<file path="src/verilog/mcu_ao_pkg.sv">
// always-on power and interrupt core package
// domain counts, domain indices, interrupt layout and power states
`default_nettype none

package mcu_ao_pkg;

  // power domains
  localparam int unsigned NUM_BANKS   = 4;
  localparam int unsigned NUM_DOMAINS = 2 + NUM_BANKS;

  // domain index 0 is the cpu, 1 the peripherals, banks follow
  localparam int unsigned DOM_CPU    = 0;
  localparam int unsigned DOM_PERIPH = 1;
  localparam int unsigned DOM_BANK0  = 2;

  // interrupt vector layout
  localparam int unsigned INTR_W         = 32;
  localparam int unsigned FAST_INTR_W    = 15;
  localparam int unsigned N_TIMER        = 4;
  localparam int unsigned N_GPIO_AO      = 8;
  localparam int unsigned INTR_SW_BIT    = 3;
  localparam int unsigned INTR_TIMER_BIT = 7;
  localparam int unsigned INTR_EXT_BIT   = 11;
  localparam int unsigned INTR_FAST_LSB  = 16;

  // power-down walks top to bottom, power-up runs back through the last three
  typedef enum logic [3:0] {
    PWR_ON,
    PWR_CLK_OFF,
    PWR_ISO_ON,
    PWR_RST_ON,
    PWR_SWITCH_OFF,
    PWR_OFF,
    PWR_RET,
    PWR_SWITCH_ON,
    PWR_RST_OFF,
    PWR_ISO_OFF
  } pwr_state_e;

endpackage

`default_nettype wire

</file>
<file path="src/verilog/pwr_ctrl_if.sv">
// per-domain power control bundle
// active-high controls from the sequencer, synchronized switch acknowledges back
`default_nettype none

interface pwr_ctrl_if
  import mcu_ao_pkg::*;
();

  // high means clock gated, isolated, in reset, switched off, retentive
  logic [NUM_DOMAINS-1:0] clk_en;
  logic [NUM_DOMAINS-1:0] iso_en;
  logic [NUM_DOMAINS-1:0] rst_en;
  logic [NUM_DOMAINS-1:0] switch_off;
  logic [NUM_DOMAINS-1:0] ret_en;

  // high once the switch has reported off
  logic [NUM_DOMAINS-1:0] ack_off;

  modport seq(output clk_en, iso_en, rst_en, switch_off, ret_en, input ack_off);

  modport sync(output ack_off);

  modport drive(input clk_en, iso_en, rst_en, switch_off, ret_en);

endinterface

`default_nettype wire

</file>
<file path="src/verilog/irq_vector.sv">
// interrupt vector register
// packs the interrupt sources into the 32-bit layout and flags any pending bit
`default_nettype none

module irq_vector
  import mcu_ao_pkg::*;
(
  input  wire logic                 clk_i,
  input  wire logic                 arst_n_i,
  input  wire logic [N_TIMER-1:0]   rv_timer_intr_i,
  input  wire logic                 irq_software_i,
  input  wire logic                 irq_external_i,
  input  wire logic                 dma_done_intr_i,
  input  wire logic                 spi_intr_i,
  input  wire logic                 spi_flash_intr_i,
  input  wire logic [N_GPIO_AO-1:0] gpio_ao_intr_i,
  output logic      [INTR_W-1:0]    intr_o,
  output logic                      irq_pending_o
);

  logic [FAST_INTR_W-1:0] fast_intr;
  logic [INTR_W-1:0]      intr_d;

  // top fast bit is unused
  assign fast_intr = {1'b0, gpio_ao_intr_i, spi_flash_intr_i, spi_intr_i,
                      dma_done_intr_i, rv_timer_intr_i[N_TIMER-1:1]};

  always_comb begin
    intr_d                                  = '0;
    intr_d[INTR_SW_BIT]                     = irq_software_i;
    intr_d[INTR_TIMER_BIT]                  = rv_timer_intr_i[0];
    intr_d[INTR_EXT_BIT]                    = irq_external_i;
    intr_d[INTR_FAST_LSB +: FAST_INTR_W]    = fast_intr;
  end

  always_ff @(posedge clk_i or negedge arst_n_i) begin
    if (!arst_n_i) begin
      intr_o <= '0;
    end else begin
      intr_o <= intr_d;
    end
  end

  // wake condition for the cpu domain
  assign irq_pending_o = |intr_o;

endmodule

`default_nettype wire

</file>
<file path="src/verilog/mcu_ao_top.sv">
// always-on power and interrupt core
// power gating sequencer for cpu, peripheral and memory bank domains
`default_nettype none

module mcu_ao_top
  import mcu_ao_pkg::*;
(
  input  wire logic                 clk_i,
  input  wire logic                 arst_n_i,
  input  wire logic                 core_sleep_i,
  input  wire logic                 periph_off_i,
  input  wire logic [NUM_BANKS-1:0] bank_off_i,
  input  wire logic [NUM_BANKS-1:0] bank_retentive_i,
  input  wire logic [N_TIMER-1:0]   rv_timer_intr_i,
  input  wire logic                 irq_software_i,
  input  wire logic                 irq_external_i,
  input  wire logic                 dma_done_intr_i,
  input  wire logic                 spi_intr_i,
  input  wire logic                 spi_flash_intr_i,
  input  wire logic [N_GPIO_AO-1:0] gpio_ao_intr_i,
  input  wire logic                 cpu_switch_ack_ni,
  input  wire logic                 periph_switch_ack_ni,
  input  wire logic [NUM_BANKS-1:0] bank_switch_ack_ni,
  output logic      [INTR_W-1:0]    intr_o,
  output logic                      cpu_switch_no,
  output logic                      cpu_iso_no,
  output logic                      cpu_rst_no,
  output logic                      periph_switch_no,
  output logic                      periph_iso_no,
  output logic                      periph_rst_no,
  output logic                      periph_clkgate_en_no,
  output logic      [NUM_BANKS-1:0] bank_switch_no,
  output logic      [NUM_BANKS-1:0] bank_iso_no,
  output logic      [NUM_BANKS-1:0] bank_retentive_no,
  output logic      [NUM_BANKS-1:0] bank_clkgate_en_no
);

  logic irq_pending;

  pwr_ctrl_if pwr ();

  // ack vector follows the domain index order
  pwr_ack_sync u_ack_sync (
    .clk_i         (clk_i),
    .arst_n_i      (arst_n_i),
    .switch_ack_ni ({bank_switch_ack_ni, periph_switch_ack_ni, cpu_switch_ack_ni}),
    .pwr           (pwr.sync)
  );

  irq_vector u_irq_vector (
    .clk_i            (clk_i),
    .arst_n_i         (arst_n_i),
    .rv_timer_intr_i  (rv_timer_intr_i),
    .irq_software_i   (irq_software_i),
    .irq_external_i   (irq_external_i),
    .dma_done_intr_i  (dma_done_intr_i),
    .spi_intr_i       (spi_intr_i),
    .spi_flash_intr_i (spi_flash_intr_i),
    .gpio_ao_intr_i   (gpio_ao_intr_i),
    .intr_o           (intr_o),
    .irq_pending_o    (irq_pending)
  );

  pwr_sequencer u_sequencer (
    .clk_i            (clk_i),
    .arst_n_i         (arst_n_i),
    .core_sleep_i     (core_sleep_i),
    .periph_off_i     (periph_off_i),
    .bank_off_i       (bank_off_i),
    .bank_retentive_i (bank_retentive_i),
    .irq_pending_i    (irq_pending),
    .pwr              (pwr.seq)
  );

  pwr_pad_drive u_pad_drive (
    .clk_i                (clk_i),
    .arst_n_i             (arst_n_i),
    .pwr                  (pwr.drive),
    .cpu_switch_no        (cpu_switch_no),
    .cpu_iso_no           (cpu_iso_no),
    .cpu_rst_no           (cpu_rst_no),
    .periph_switch_no     (periph_switch_no),
    .periph_iso_no        (periph_iso_no),
    .periph_rst_no        (periph_rst_no),
    .periph_clkgate_en_no (periph_clkgate_en_no),
    .bank_switch_no       (bank_switch_no),
    .bank_iso_no          (bank_iso_no),
    .bank_retentive_no    (bank_retentive_no),
    .bank_clkgate_en_no   (bank_clkgate_en_no)
  );

endmodule

`default_nettype wire

</file>
<file path="src/verilog/pwr_ack_sync.sv">
// power switch acknowledge synchronizer
// two flops per domain, inverted into an active-high switch-off flag
`default_nettype none

module pwr_ack_sync
  import mcu_ao_pkg::*;
(
  input  wire logic                   clk_i,
  input  wire logic                   arst_n_i,
  input  wire logic [NUM_DOMAINS-1:0] switch_ack_ni,
  pwr_ctrl_if.sync                    pwr
);

  logic [NUM_DOMAINS-1:0] ack_meta_q;
  logic [NUM_DOMAINS-1:0] ack_sync_q;

  // acks arrive from the switch cells with no relation to clk_i
  always_ff @(posedge clk_i or negedge arst_n_i) begin
    if (!arst_n_i) begin
      // switches are on out of reset
      ack_meta_q <= '1;
      ack_sync_q <= '1;
    end else begin
      ack_meta_q <= switch_ack_ni;
      ack_sync_q <= ack_meta_q;
    end
  end

  // active-low ack becomes switch-off flag
  assign pwr.ack_off = ~ack_sync_q;

endmodule

`default_nettype wire

</file>
<file path="src/verilog/pwr_pad_drive.sv">
// power pad driver
// registers the controls and drives them active low per domain group
`default_nettype none

module pwr_pad_drive
  import mcu_ao_pkg::*;
(
  input  wire logic            clk_i,
  input  wire logic            arst_n_i,
  pwr_ctrl_if.drive            pwr,
  output logic                 cpu_switch_no,
  output logic                 cpu_iso_no,
  output logic                 cpu_rst_no,
  output logic                 periph_switch_no,
  output logic                 periph_iso_no,
  output logic                 periph_rst_no,
  output logic                 periph_clkgate_en_no,
  output logic [NUM_BANKS-1:0] bank_switch_no,
  output logic [NUM_BANKS-1:0] bank_iso_no,
  output logic [NUM_BANKS-1:0] bank_retentive_no,
  output logic [NUM_BANKS-1:0] bank_clkgate_en_no
);

  // flopped so the pads see no decode glitches
  always_ff @(posedge clk_i or negedge arst_n_i) begin
    if (!arst_n_i) begin
      cpu_switch_no        <= 1'b1;
      cpu_iso_no           <= 1'b1;
      cpu_rst_no           <= 1'b1;
      periph_switch_no     <= 1'b1;
      periph_iso_no        <= 1'b1;
      periph_rst_no        <= 1'b1;
      periph_clkgate_en_no <= 1'b1;
      bank_switch_no       <= '1;
      bank_iso_no          <= '1;
      bank_retentive_no    <= '1;
      bank_clkgate_en_no   <= '1;
    end else begin
      // cpu has no clock gate pad
      cpu_switch_no        <= ~pwr.switch_off[DOM_CPU];
      cpu_iso_no           <= ~pwr.iso_en[DOM_CPU];
      cpu_rst_no           <= ~pwr.rst_en[DOM_CPU];
      periph_switch_no     <= ~pwr.switch_off[DOM_PERIPH];
      periph_iso_no        <= ~pwr.iso_en[DOM_PERIPH];
      periph_rst_no        <= ~pwr.rst_en[DOM_PERIPH];
      periph_clkgate_en_no <= ~pwr.clk_en[DOM_PERIPH];
      // banks have no reset pad
      bank_switch_no       <= ~pwr.switch_off[DOM_BANK0 +: NUM_BANKS];
      bank_iso_no          <= ~pwr.iso_en[DOM_BANK0 +: NUM_BANKS];
      bank_retentive_no    <= ~pwr.ret_en[DOM_BANK0 +: NUM_BANKS];
      bank_clkgate_en_no   <= ~pwr.clk_en[DOM_BANK0 +: NUM_BANKS];
    end
  end

endmodule

`default_nettype wire

</file>
<file path="src/verilog/pwr_sequencer.sv">
// power sequencer
// one state machine per domain orders clock gate, isolation, reset and switch
`default_nettype none

module pwr_sequencer
  import mcu_ao_pkg::*;
(
  input  wire logic                 clk_i,
  input  wire logic                 arst_n_i,
  input  wire logic                 core_sleep_i,
  input  wire logic                 periph_off_i,
  input  wire logic [NUM_BANKS-1:0] bank_off_i,
  input  wire logic [NUM_BANKS-1:0] bank_retentive_i,
  input  wire logic                 irq_pending_i,
  pwr_ctrl_if.seq                   pwr
);

  logic [NUM_DOMAINS-1:0] off_req;
  logic [NUM_DOMAINS-1:0] ret_sel;
  pwr_state_e             state_q [NUM_DOMAINS];

  // request forming, retention only exists for banks
  for (genvar d = 0; d < NUM_DOMAINS; d++) begin : g_req
    if (d == DOM_CPU) begin : g_cpu
      // cpu sleeps only while nothing is pending
      assign off_req[d] = core_sleep_i & ~irq_pending_i;
      assign ret_sel[d] = 1'b0;
    end else if (d == DOM_PERIPH) begin : g_periph
      assign off_req[d] = periph_off_i;
      assign ret_sel[d] = 1'b0;
    end else begin : g_bank
      assign off_req[d] = bank_off_i[d-DOM_BANK0];
      assign ret_sel[d] = bank_retentive_i[d-DOM_BANK0];
    end
  end

  for (genvar d = 0; d < NUM_DOMAINS; d++) begin : g_fsm
    pwr_state_e state_d;

    always_comb begin
      state_d = state_q[d];
      case (state_q[d])
        PWR_ON: begin
          if (off_req[d]) state_d = PWR_CLK_OFF;
        end
        PWR_CLK_OFF: state_d = PWR_ISO_ON;
        // banks in retention keep reset and switch untouched
        PWR_ISO_ON: state_d = ret_sel[d] ? PWR_RET : PWR_RST_ON;
        PWR_RST_ON: state_d = PWR_SWITCH_OFF;
        PWR_SWITCH_OFF: begin
          if (pwr.ack_off[d]) state_d = PWR_OFF;
        end
        PWR_OFF: begin
          if (!off_req[d]) state_d = PWR_SWITCH_ON;
        end
        PWR_RET: begin
          if (!off_req[d]) state_d = PWR_RST_OFF;
        end
        PWR_SWITCH_ON: begin
          if (!pwr.ack_off[d]) state_d = PWR_RST_OFF;
        end
        PWR_RST_OFF: state_d = PWR_ISO_OFF;
        PWR_ISO_OFF: state_d = PWR_ON;
        default: state_d = PWR_ON;
      endcase
    end

    always_ff @(posedge clk_i or negedge arst_n_i) begin
      if (!arst_n_i) begin
        state_q[d] <= PWR_ON;
      end else begin
        state_q[d] <= state_d;
      end
    end
  end

  // control decode, each state adds or drops one control
  always_comb begin
    for (int i = 0; i < NUM_DOMAINS; i++) begin
      pwr.clk_en[i]     = (state_q[i] != PWR_ON);
      pwr.iso_en[i]     = !(state_q[i] inside {PWR_ON, PWR_CLK_OFF, PWR_ISO_OFF});
      pwr.rst_en[i]     = state_q[i] inside {PWR_RST_ON, PWR_SWITCH_OFF, PWR_OFF,
                                              PWR_SWITCH_ON};
      pwr.switch_off[i] = state_q[i] inside {PWR_SWITCH_OFF, PWR_OFF};
      pwr.ret_en[i]     = (state_q[i] == PWR_RET);
    end
  end

endmodule

`default_nettype wire
</file>
<file path="config.mk">
export PLATFORM = sky130hd
export DESIGN_NAME = mcu_ao_top
export DESIGN_NICKNAME = d
export VERILOG_FILES = /design/src/verilog/mcu_ao_pkg.sv /design/src/verilog/pwr_ctrl_if.sv /design/src/verilog/irq_vector.sv /design/src/verilog/mcu_ao_top.sv /design/src/verilog/pwr_ack_sync.sv /design/src/verilog/pwr_pad_drive.sv /design/src/verilog/pwr_sequencer.sv
export SDC_FILE = /design/constraint.sdc
export NUM_CORES = 1
export LEC_CHECK = 0
export BUFFER_PORTS_ARGS = -buffer_cell sky130_fd_sc_hd__buf_2
export CORE_ASPECT_RATIO = 0.75
export CORE_MARGIN = 2
export CORE_UTILIZATION = 56
export CTS_BUF_LIST = sky130_fd_sc_hd__clkbuf_4 sky130_fd_sc_hd__clkbuf_8
export DETAILED_ROUTE_END_ITERATION = 8
export GPL_TIMING_DRIVEN = 1
export PLACE_DENSITY_LB_ADDON = 0.3
export SYNTH_ARGS = -nofsm -noshare
export SYNTH_HDL_FRONTEND = slang
export SYNTH_SLANG_ARGS = --single-unit
</file>
<file path="constraint.sdc">
create_clock -name clk_i -period 2.3 [get_ports clk_i]
set_input_delay 0.23 -clock clk_i [delete_from_list [all_inputs] [get_ports clk_i]]
set_output_delay 0.23 -clock clk_i [all_outputs]
set_load 0.02 [all_outputs]
</file>
### Word-level counts from Yosys, hierarchy flattened

Index checks and enable logic that the tools add are counted.
Widths: inputs -> output; s select.

| word-level totals | value |
|---|---|
| register bits | 76 |
| input port bits | 35 |
| word-level logic and storage cells | 192 |

| cells by class | value |
|---|---|
| equal/unequal tests | 84 |
| multiplexer cells | 40 |
| bitwise gates (word level) | 12 |
| reduce and logical (&&, ||, !) cells | 36 |

Operators with widths:

| kind | count |
|---|---|
| $pmux 4 s9 | 6 |
| $mux 4 | 30 |
| $eq 4x3->1 const B | 24 |
| $eq 4x2->1 const B | 12 |
| $eq 4x4->1 const B | 12 |
| $ne 2x2->1 const B | 23 |
| $reduce_and 5->1 | 6 |
| $reduce_bool 4->1 | 7 |
| $eq 4x1->1 const B | 6 |
| $logic_not 4->1 | 6 |
| $reduce_bool 3->1 | 6 |
| $reduce_or 17->1 | 1 |
| $not 4->4 | 4 |
| $ne 2x1->1 const B | 7 |
| $mux 3 | 4 |
| $reduce_bool 2->1 | 6 |
| $not 1->1 | 6 |
| $not 6->6 | 1 |
| $logic_not 1->1 | 4 |
| $and 1x1->1 | 1 |

### Longest topological paths before layout

Gate-level depths: netlist of run 1.

| depth | value |
|---|---|
| word-level depth | 5 |
| mapped depth | 5 |
| gate-level depth less buffers | 4 |

### Modules after synthesis

From an unflattened synthesis of run 1, not the netlist that was laid out.

| unflattened totals | value |
|---|---|
| cells, all modules | 340 |
| area, all modules | 3330.7 um2 |

By module, submodules not included:

| module | instances | cells an instance | area each (um2) | sequential area each (um2) |
|---|---|---|---|---|
| pwr_sequencer | 1 | 237 | 1724.2 | 600.6 |
| pwr_pad_drive | 1 | 46 | 690.7 | 604.3 |
| irq_vector | 1 | 39 | 578.1 | 425.4 |
| pwr_ack_sync | 1 | 18 | 337.8 | 315.3 |

### Least setup slack after synthesis of run 1

OpenSTA, ideal clock, no wires.

| timing | value |
|---|---|
| path type | reg2reg |
| from | register u_irq_vector.intr_o[16] |
| to | register u_sequencer.state_q[22] (netlist name) |
| data arrival time | 1.413 ns |
| required time | 2.222 ns |
| path slack | 0.810 ns |
| cell stages (with the launch flop) | 5 |
| buffers on the path | 0 |
| cell sequence | dfrtp_1 -> nor4_2 -> nand2_1 -> or4_1 -> a21oi_1 |

| between the ends | value |
|---|---|
| cells in the longest elaborated chain, start to end | 5 |
| elaborated cells on any way between the ends | 7 |
| those cells by class | 3 x eq/ne; 2 x bitwise; 2 x reduce/logical |

Ends and longest elaborated chain:

| what | line | RTL |
|---|---|---|
| start, declared | irq_vector.sv:17 | `output logic [INTR_W-1:0] intr_o,` |
| start signal, assigned | irq_vector.sv:40 | `intr_o <= intr_d;` |
| $reduce_or 17->1 (*) | irq_vector.sv:45 | `assign irq_pending_o = \|intr_o;` |
| $not 1->1 (*) | pwr_sequencer.sv:26 | `assign off_req[d] = core_sleep_i & ~irq_pending_i;` |
| $and 1x1->1 (*) | pwr_sequencer.sv:26 |  |
| $ne 2x1->1 (no line) / $ne 2x2->1 (equally long branches) | -- |  |
| $reduce_and 5->1 (no line) (*) | -- |  |
| end signal, assigned by index | pwr_sequencer.sv:72 | `state_q[d] <= state_d;` |
| end, declared | pwr_sequencer.sv:20 | `pwr_state_e state_q [NUM_DOMAINS];` |

Mark *: on every way between the ends. The rest lies on a longest branch, timed or not.
A chain may end at the register's enable or synchronous reset.

### Worst setup path after layout of run 1

| timing | value |
|---|---|
| from | register u_irq_vector.intr_o[25] |
| to | register u_sequencer.state_q[22] (netlist name) |

Same word-level chain as after synthesis.

==> flow_metrics.env, run 1 <==
export IMPL_power_density_nw_per_um2=1240
export IMPL_p_sw_frac=0.366
export IMPL_p_switching_uw=1790
export IMPL_cts_tree="built"
export IMPL_clock_latency_ps=330
export IMPL_regToRegEndpoint="u_sequencer.state_q[22]$_DFFE_PN0P_"
export IMPL_place_congestion=0.904
export IMPL_drt_pre_antenna_iters=4
export IMPL_drv_slew=0
export IMPL_crit_required_ps=2560
export IMPL_cpLargestDelayFamily="simple AND/OR/NAND/NOR gates"
export IMPL_dieWidth_um=90.6
export IMPL_die_h_um=69.0
export IMPL_setup_worst_path_start="u_irq_vector.intr_o[25]$_DFF_PN0_"
export IMPL_synth_most_common_cell="dfrtp_1"
export IMPL_cp_start_kind="flip-flop"
export IMPL_worstHoldPathType="in -> async"
export IMPL_drtAntennaViolNets=0
export IMPL_finalClockSkew_ps=7.22
export IMPL_rows=23
export IMPL_synth_cell_area_sq_um=3150
export IMPL_reg2reg_slack_ps=670
export IMPL_post_dp_hpwl_mm=4.03
export IMPL_fmax_mhz=614
export IMPL_grt_max_degree=77
export IMPL_die_area_sq_um=6250
export IMPL_wl_per_cell_um=13.0
export IMPL_slew_headroom=0.406
export IMPL_cts_sinks=76
export IMPL_synth_edf_count=0
export IMPL_diodes=0
export IMPL_clkPwrFrac=0.215
export IMPL_grt_pass1_wl_mm=9.56
export IMPL_max_stage_delay_ps=450
export IMPL_drv_cap=0
export IMPL_reg2regPathDepth=4
export IMPL_yosys_top_cells_area="dfrtp_1, dfstp_2, buf_4"
export IMPL_clockBufferDepth=2
export IMPL_synth_seq_cells=76
export IMPL_post_cts_setup_buffers=0
export IMPL_rsz0062_at_grt="no"
export IMPL_start_util=0.585
export IMPL_synth_top_area_frac=0.326
export IMPL_hold_violations=0
export IMPL_path_clk_slew_ps=70
export IMPL_nNetsFinal=419
export IMPL_synthToLayoutAreaGrowth_pct=24.8
export IMPL_final_setup_tns_ps=0
export IMPL_synth_ff_type="dfrtp_1"
export IMPL_power_static_leakage_uw=0.00174
export IMPL_end_kind="flip-flop"
export IMPL_vias=2390
export IMPL_io_buffers=74
export IMPL_vdd_drop_max_v=0.000747
export IMPL_path_max_fanout=5
export IMPL_synth_cell_type_count=41
export IMPL_pre_cts_slack_ps=717
export IMPL_p_int_uw=3100
export IMPL_cpMaxStageDelayCell="or4_1"
export IMPL_cts_buffers=9
export IMPL_ys_seq_area_frac=0.618
export IMPL_reg2reg_from="u_irq_vector.intr_o[25]$_DFF_PN0_"
export IMPL_path_class="reg -> reg"
export IMPL_antenna_found_initial=0
export IMPL_crit_cells=4
export IMPL_finalCriticalPeriod_ps=1630
export IMPL_cts_root_buf="clkbuf_8"
export IMPL_syn_avg_cell_area_sq_um=10.8
export IMPL_crit_buf_inv=0
export IMPL_grt_use_total=0.202
export IMPL_cp_arrival_ps=1890
export IMPL_cp_endpoint="u_sequencer.state_q[22]$_DFFE_PN0P_"
export IMPL_grt_pass1_vias=2050
export IMPL_gr_total_overflow=0
export IMPL_ys_top_cells_by_count="dfrtp_1, dfstp_2, a21oi_1"
export IMPL_drtIter0Drc=140
export IMPL_pwr_share_seq=0.478
export IMPL_setup_ws_ps=673
export IMPL_fin_crit_sh=0.708
export IMPL_worst_slew_pin_slew_ps=891
export IMPL_h_tree_depth=3
export IMPL_drive_above_1_share=0.332
export IMPL_drc=0
export IMPL_synth_top_cell_by_area="dfrtp_1"
export IMPL_io_pins=90
export IMPL_drt_vias_per_instance=5.16
export IMPL_coreArea_sq_um=5380
export IMPL_setup_violations_final=0
export IMPL_status="completed"
export IMPL_comb_power_share=0.307
export IMPL_path_cells="nor4_1 > nand3_1 > or4_1 > a21oi_1"
export IMPL_yosys_warnings=0
export IMPL_routed_wl_mm=6.03
export IMPL_syn_inst=293
export IMPL_async_flop_share=1.00
==> per-layer routing <==
metal	wire length, um	global-route usage
met1	2670	0.261
met2	2930	0.316
met3	356	0.0685
met4	72	0.0923
met5	0	0
==> cells by family (layout without fill, tap and decap cells) <==
group | Yosys count | after routing | synth area share
buffers and inverters | 40 | 121 | 0.0667
other | 1 | 15 | 0.00119
adders and majority gates | 1 | 1 | 0.00318
DFF | 76 | 76 | 0.618
and+or+nand+nor | 109 | 109 | 0.186
AOI/OAI and AO/OA | 66 | 66 | 0.125
==> power by group through the flow <==
stage | Sequential (uW) | Combinational (uW) | Clock (uW)
detailed placement | 2350 | 1470 | 0
finish | 2340 | 1500 | 1050
floorplan | 2310 | 1130 | 0
global placement | 2330 | 1430 | 0
global route | 2420 | 1680 | 1150
CTS | 2330 | 1510 | 1090
==> flip-flops by register name, summed over array words and instances (netlist names), 4 cells and up <==
name and cells:
u_irq_vector.intr_o 17, u_pad_drive.bank_iso_no 4, u_sequencer.state_q 24, u_pad_drive.bank_clkgate_en_no 4, u_pad_drive.bank_retentive_no 4, u_ack_sync.ack_sync_q 6, u_ack_sync.ack_meta_q 6, u_pad_drive.bank_switch_no 4
==> final cells by class <==
type                       instances  area, sq um
sequential                        76         1950
fill                             419         1450
multi-input combinational        191         1050
timing repair buffer              97          603
clock buffer                      10          131
tap                               75         93.8
clock inverter                     5         77.6
inverter                           9         33.8
==> worst min-delay path by stage <==
stage	from	end	cells past startpoint
finish	arst_n_i	u_sequencer.state_q[22]$_DFFE_PN0P_	1
CTS	arst_n_i	u_sequencer.state_q[16]$_DFFE_PN0P_	1
global route	arst_n_i	u_irq_vector.intr_o[19]$_DFF_PN0_	1
detailed placement	bank_switch_ack_ni[2]	u_ack_sync.ack_meta_q[4]$_DFF_PN1_	1
floorplan	arst_n_i	u_irq_vector.intr_o[11]$_DFF_PN0_	0
global placement	bank_switch_ack_ni[3]	u_ack_sync.ack_meta_q[5]$_DFF_PN1_	1
==> repair_timing <==
| action | 4_1_cts | 5_1_grt |
|---|---|---|
| hold buffers | 23 | 0 |
| endpoints found under the hold margin | 23 | 0 |
| gates resized for setup | 0 | 0 |
| setup endpoints to repair | 0 | 0 |
==> placed cells by master (no fill, tap or decap), drive strengths merged, types with 2 or more instances in the layout <==
cell         count
buf             74
dfrtp           41
dfstp           35
dlygate4sd3     23
a21oi           22
nand2           21
o21ai           19
nor2            17
conb            15
nand2b          14
nor3            12
clkbuf          10
inv              9
nand3            9
nor4             9
nor2b            8
a2111oi          4
a31oi            4
nand3b           3
or3              3
a21o             3
or2              3
a21boi           3
o22ai            3
and3             2
nor3b            2
nand4            2
bufinv           2
clkinv           2
nor4b            2
==> stage by stage <==
step | hold slack, ps | utilization | power, uW | instances | instance area, sq um
final | 15.5 | 0.731 | 4900 | 463 | 3930
after global placement | 335 | 0.649 | 3760 | 425 | 3490
after global routing | 83.3 | 0.731 | 5240 | 463 | 3930
after floorplan | -65.6 | - | 3440 | 307 | 3200
after detailed placement | 336 | 0.649 | 3820 | 425 | 3490
after CTS | 40.7 | 0.731 | 4920 | 463 | 3930
Note: power is estimated with default switching activity, not from simulation.
==> run 2, diff against run 1 <==
CORE_UTILIZATION = 48   (was 56)
clock period = 1.48 ns   (was 2.3 ns; I/O delays follow)
==> flow_metrics.env, run 2 (same netlist as run 1, synthesis figures left out) <==
export IMPL_cp_arrival_ps=1760
export IMPL_cts_sinks=76
export IMPL_grt_pass1_wl_mm=10.2
export IMPL_end_kind="flip-flop"
export IMPL_power_density_nw_per_um2=1930
export IMPL_hold_ws_ps=109
export IMPL_clockBufferDepth=2
export IMPL_drive_above_1_share=0.364
export IMPL_reg2regPathDepth=4
export IMPL_mostFrequentLayoutCell="buf_2"
export IMPL_cpMaxStageDelayCell="or4_4"
export IMPL_fin_crit_sh=1.00
export IMPL_antenna_found_initial=0
export IMPL_dieWidth_um=97.6
export IMPL_die_h_um=74.2
export IMPL_seq_area_sq_um=1950
export IMPL_cts_root_buf="clkbuf_8"
export IMPL_crit_required_ps=1750
export IMPL_reg2reg_slack_ps=-6
export IMPL_grt_pass1_vias=2222
export IMPL_nNetsFinal=426
export IMPL_drv_slew=0
export IMPL_reg2reg_from="u_irq_vector.intr_o[17]$_DFF_PN0_"
export IMPL_h_tree_depth=3
export IMPL_cts_buffers=9
export IMPL_path_cells="nor4b_2 > nand3_1 > or4_4 > a21oi_2"
export IMPL_setup_worst_path_start="u_irq_vector.intr_o[17]$_DFF_PN0_"
export IMPL_regMostFlops="u_sequencer.state_q"
export IMPL_gr_total_overflow=0
export IMPL_placed_cells=437
export IMPL_synthToLayoutAreaGrowth_pct=29.5
export IMPL_power_static_leakage_uw=0.00179
export IMPL_setup_violations_final=1
export IMPL_path_clk_slew_ps=80
export IMPL_path_max_fanout=3
export IMPL_multi_input_area_sq_um=1090
export IMPL_io_buffers=74
export IMPL_violations="setup timing"
export IMPL_final_cells=477
export IMPL_routed_wl_mm=6.23
export IMPL_drtAntennaViolNets=0
export IMPL_min_path_cells=3
export IMPL_wl_per_cell_um=13.1
export IMPL_max_stage_delay_ps=440
export IMPL_finalClockSkew_ps=11.0
export IMPL_drt_pre_antenna_iters=4
export IMPL_clock_latency_ps=340
export IMPL_fmax_mhz=673
export IMPL_cp_start_kind="flip-flop"
export IMPL_post_dp_hpwl_mm=4.32
export IMPL_regToRegEndpoint="u_sequencer.state_q[22]$_DFFE_PN0P_"
export IMPL_largest_reg_flops=24
export IMPL_vdd_drop_max_v=0.000918
export IMPL_hold_path_endpoint="u_sequencer.state_q[16]$_DFFE_PN0P_"
export IMPL_worstHoldPathType="in -> reg"
export IMPL_rows=25
export IMPL_start_util=0.499
export IMPL_rsz0062_at_grt="yes"
export IMPL_vias=2394
export IMPL_drtIter0Drc=64
export IMPL_hold_violations=0
export IMPL_setup_ws_ps=-6.04
export IMPL_drv_cap=0
export IMPL_cts_tree="built"
export IMPL_diodes=0
export IMPL_drc=0
export IMPL_pre_cts_slack_ps=16.9
export IMPL_post_cts_setup_buffers=0
export IMPL_crit_buf_inv=0
export IMPL_cpLargestDelayFamily="simple AND/OR/NAND/NOR gates"
export IMPL_coreArea_sq_um=6320
export IMPL_die_area_sq_um=7230
export IMPL_place_congestion=0.893
export IMPL_final_setup_tns_ps=-6.04
export IMPL_status="finished, violations left"
export IMPL_grt_use_total=0.180
export IMPL_worstHoldStart="periph_off_i"
export IMPL_path_class="reg -> reg"
export IMPL_drt_vias_per_instance=5.02
export IMPL_fill_cells=506
export IMPL_grt_max_degree=36
export IMPL_final_cell_mix="buf_2, dfrtp_1, dfstp_2, dlygate4sd3_1, a21oi_1"
export IMPL_reg_top3="u_sequencer.state_q (24), u_irq_vector.intr_o (17)"
export IMPL_io_pins=90
export IMPL_finalCriticalPeriod_ps=1490
run 2: changes by cell type in the layout (fill, tap and decap cells not counted), sizes merged:
cell / previous run / this run
clkinv: 2 / 0
clkbuf: 10 / 13
dlygate4sd3: 23 / 24
buf: 74 / 80
run 2: where the power goes:
part	total, uW	internal [uW]	switching (uW)
registers	3630	2880	750
clock network	1800	1110	693
logic	2450	1060	1390
run 2: per-layer routing:
layer / part of all wire / routed length (um) / global-route usage / up-vias
met5: 0 / 0 / 0 / -
met4: 0.015 / 95 / 0.0694 / 0
met3: 0.053 / 329 / 0.0536 / 10
met2: 0.48 / 2980 / 0.295 / 75
met1: 0.45 / 2820 / 0.231 / 1128
li1: - / - / - / 1181
run 2: worst max-delay path by stage:
stage,to,depth (start not counted)
after global routing,u_sequencer.state_q[22]$_DFFE_PN0P_,4
after detailed placement,u_sequencer.state_q[22]$_DFFE_PN0P_,4
after global placement,u_sequencer.state_q[22]$_DFFE_PN0P_,4
final,u_sequencer.state_q[22]$_DFFE_PN0P_,4
after CTS,u_sequencer.state_q[22]$_DFFE_PN0P_,4
after floorplan,u_sequencer.state_q[22]$_DFFE_PN0P_,4
run 2: repair_timing:
action                     CTS  global route
hold buffers                24             0
hold endpoints to repair    40             0
pin swaps                    2             3
setup endpoints to repair    1             5
gates resized for setup      0            10
run 2: final cells by class:
class	count	area share
flip-flops and latches	76	0.477
multi-input cells	191	0.266
repair buffers	104	0.164
clock buffers	13	0.0423
well taps	81	0.0248
clock inverters	3	0.0166
inverters	9	0.00828
run 2: stage by stage:
| step | power [uW] | util | area (sq um) |
|---|---|---|---|
| 2_1_floorplan | 5350 | - | 3200 |
| 3_3_place_gp | 5930 | 0.563 | 3560 |
| 3_5_place_dp | 6000 | 0.563 | 3560 |
| 4_1_cts | 7890 | 0.639 | 4040 |
| 5_1_grt | 8420 | 0.646 | 4080 |
| 6_report | 7880 | 0.646 | 4080 |
run 2: tightest hold or removal path, stage by stage:
cell and delay, ps:
buf_2 110, o211ai_1 80, o21ai_0 70
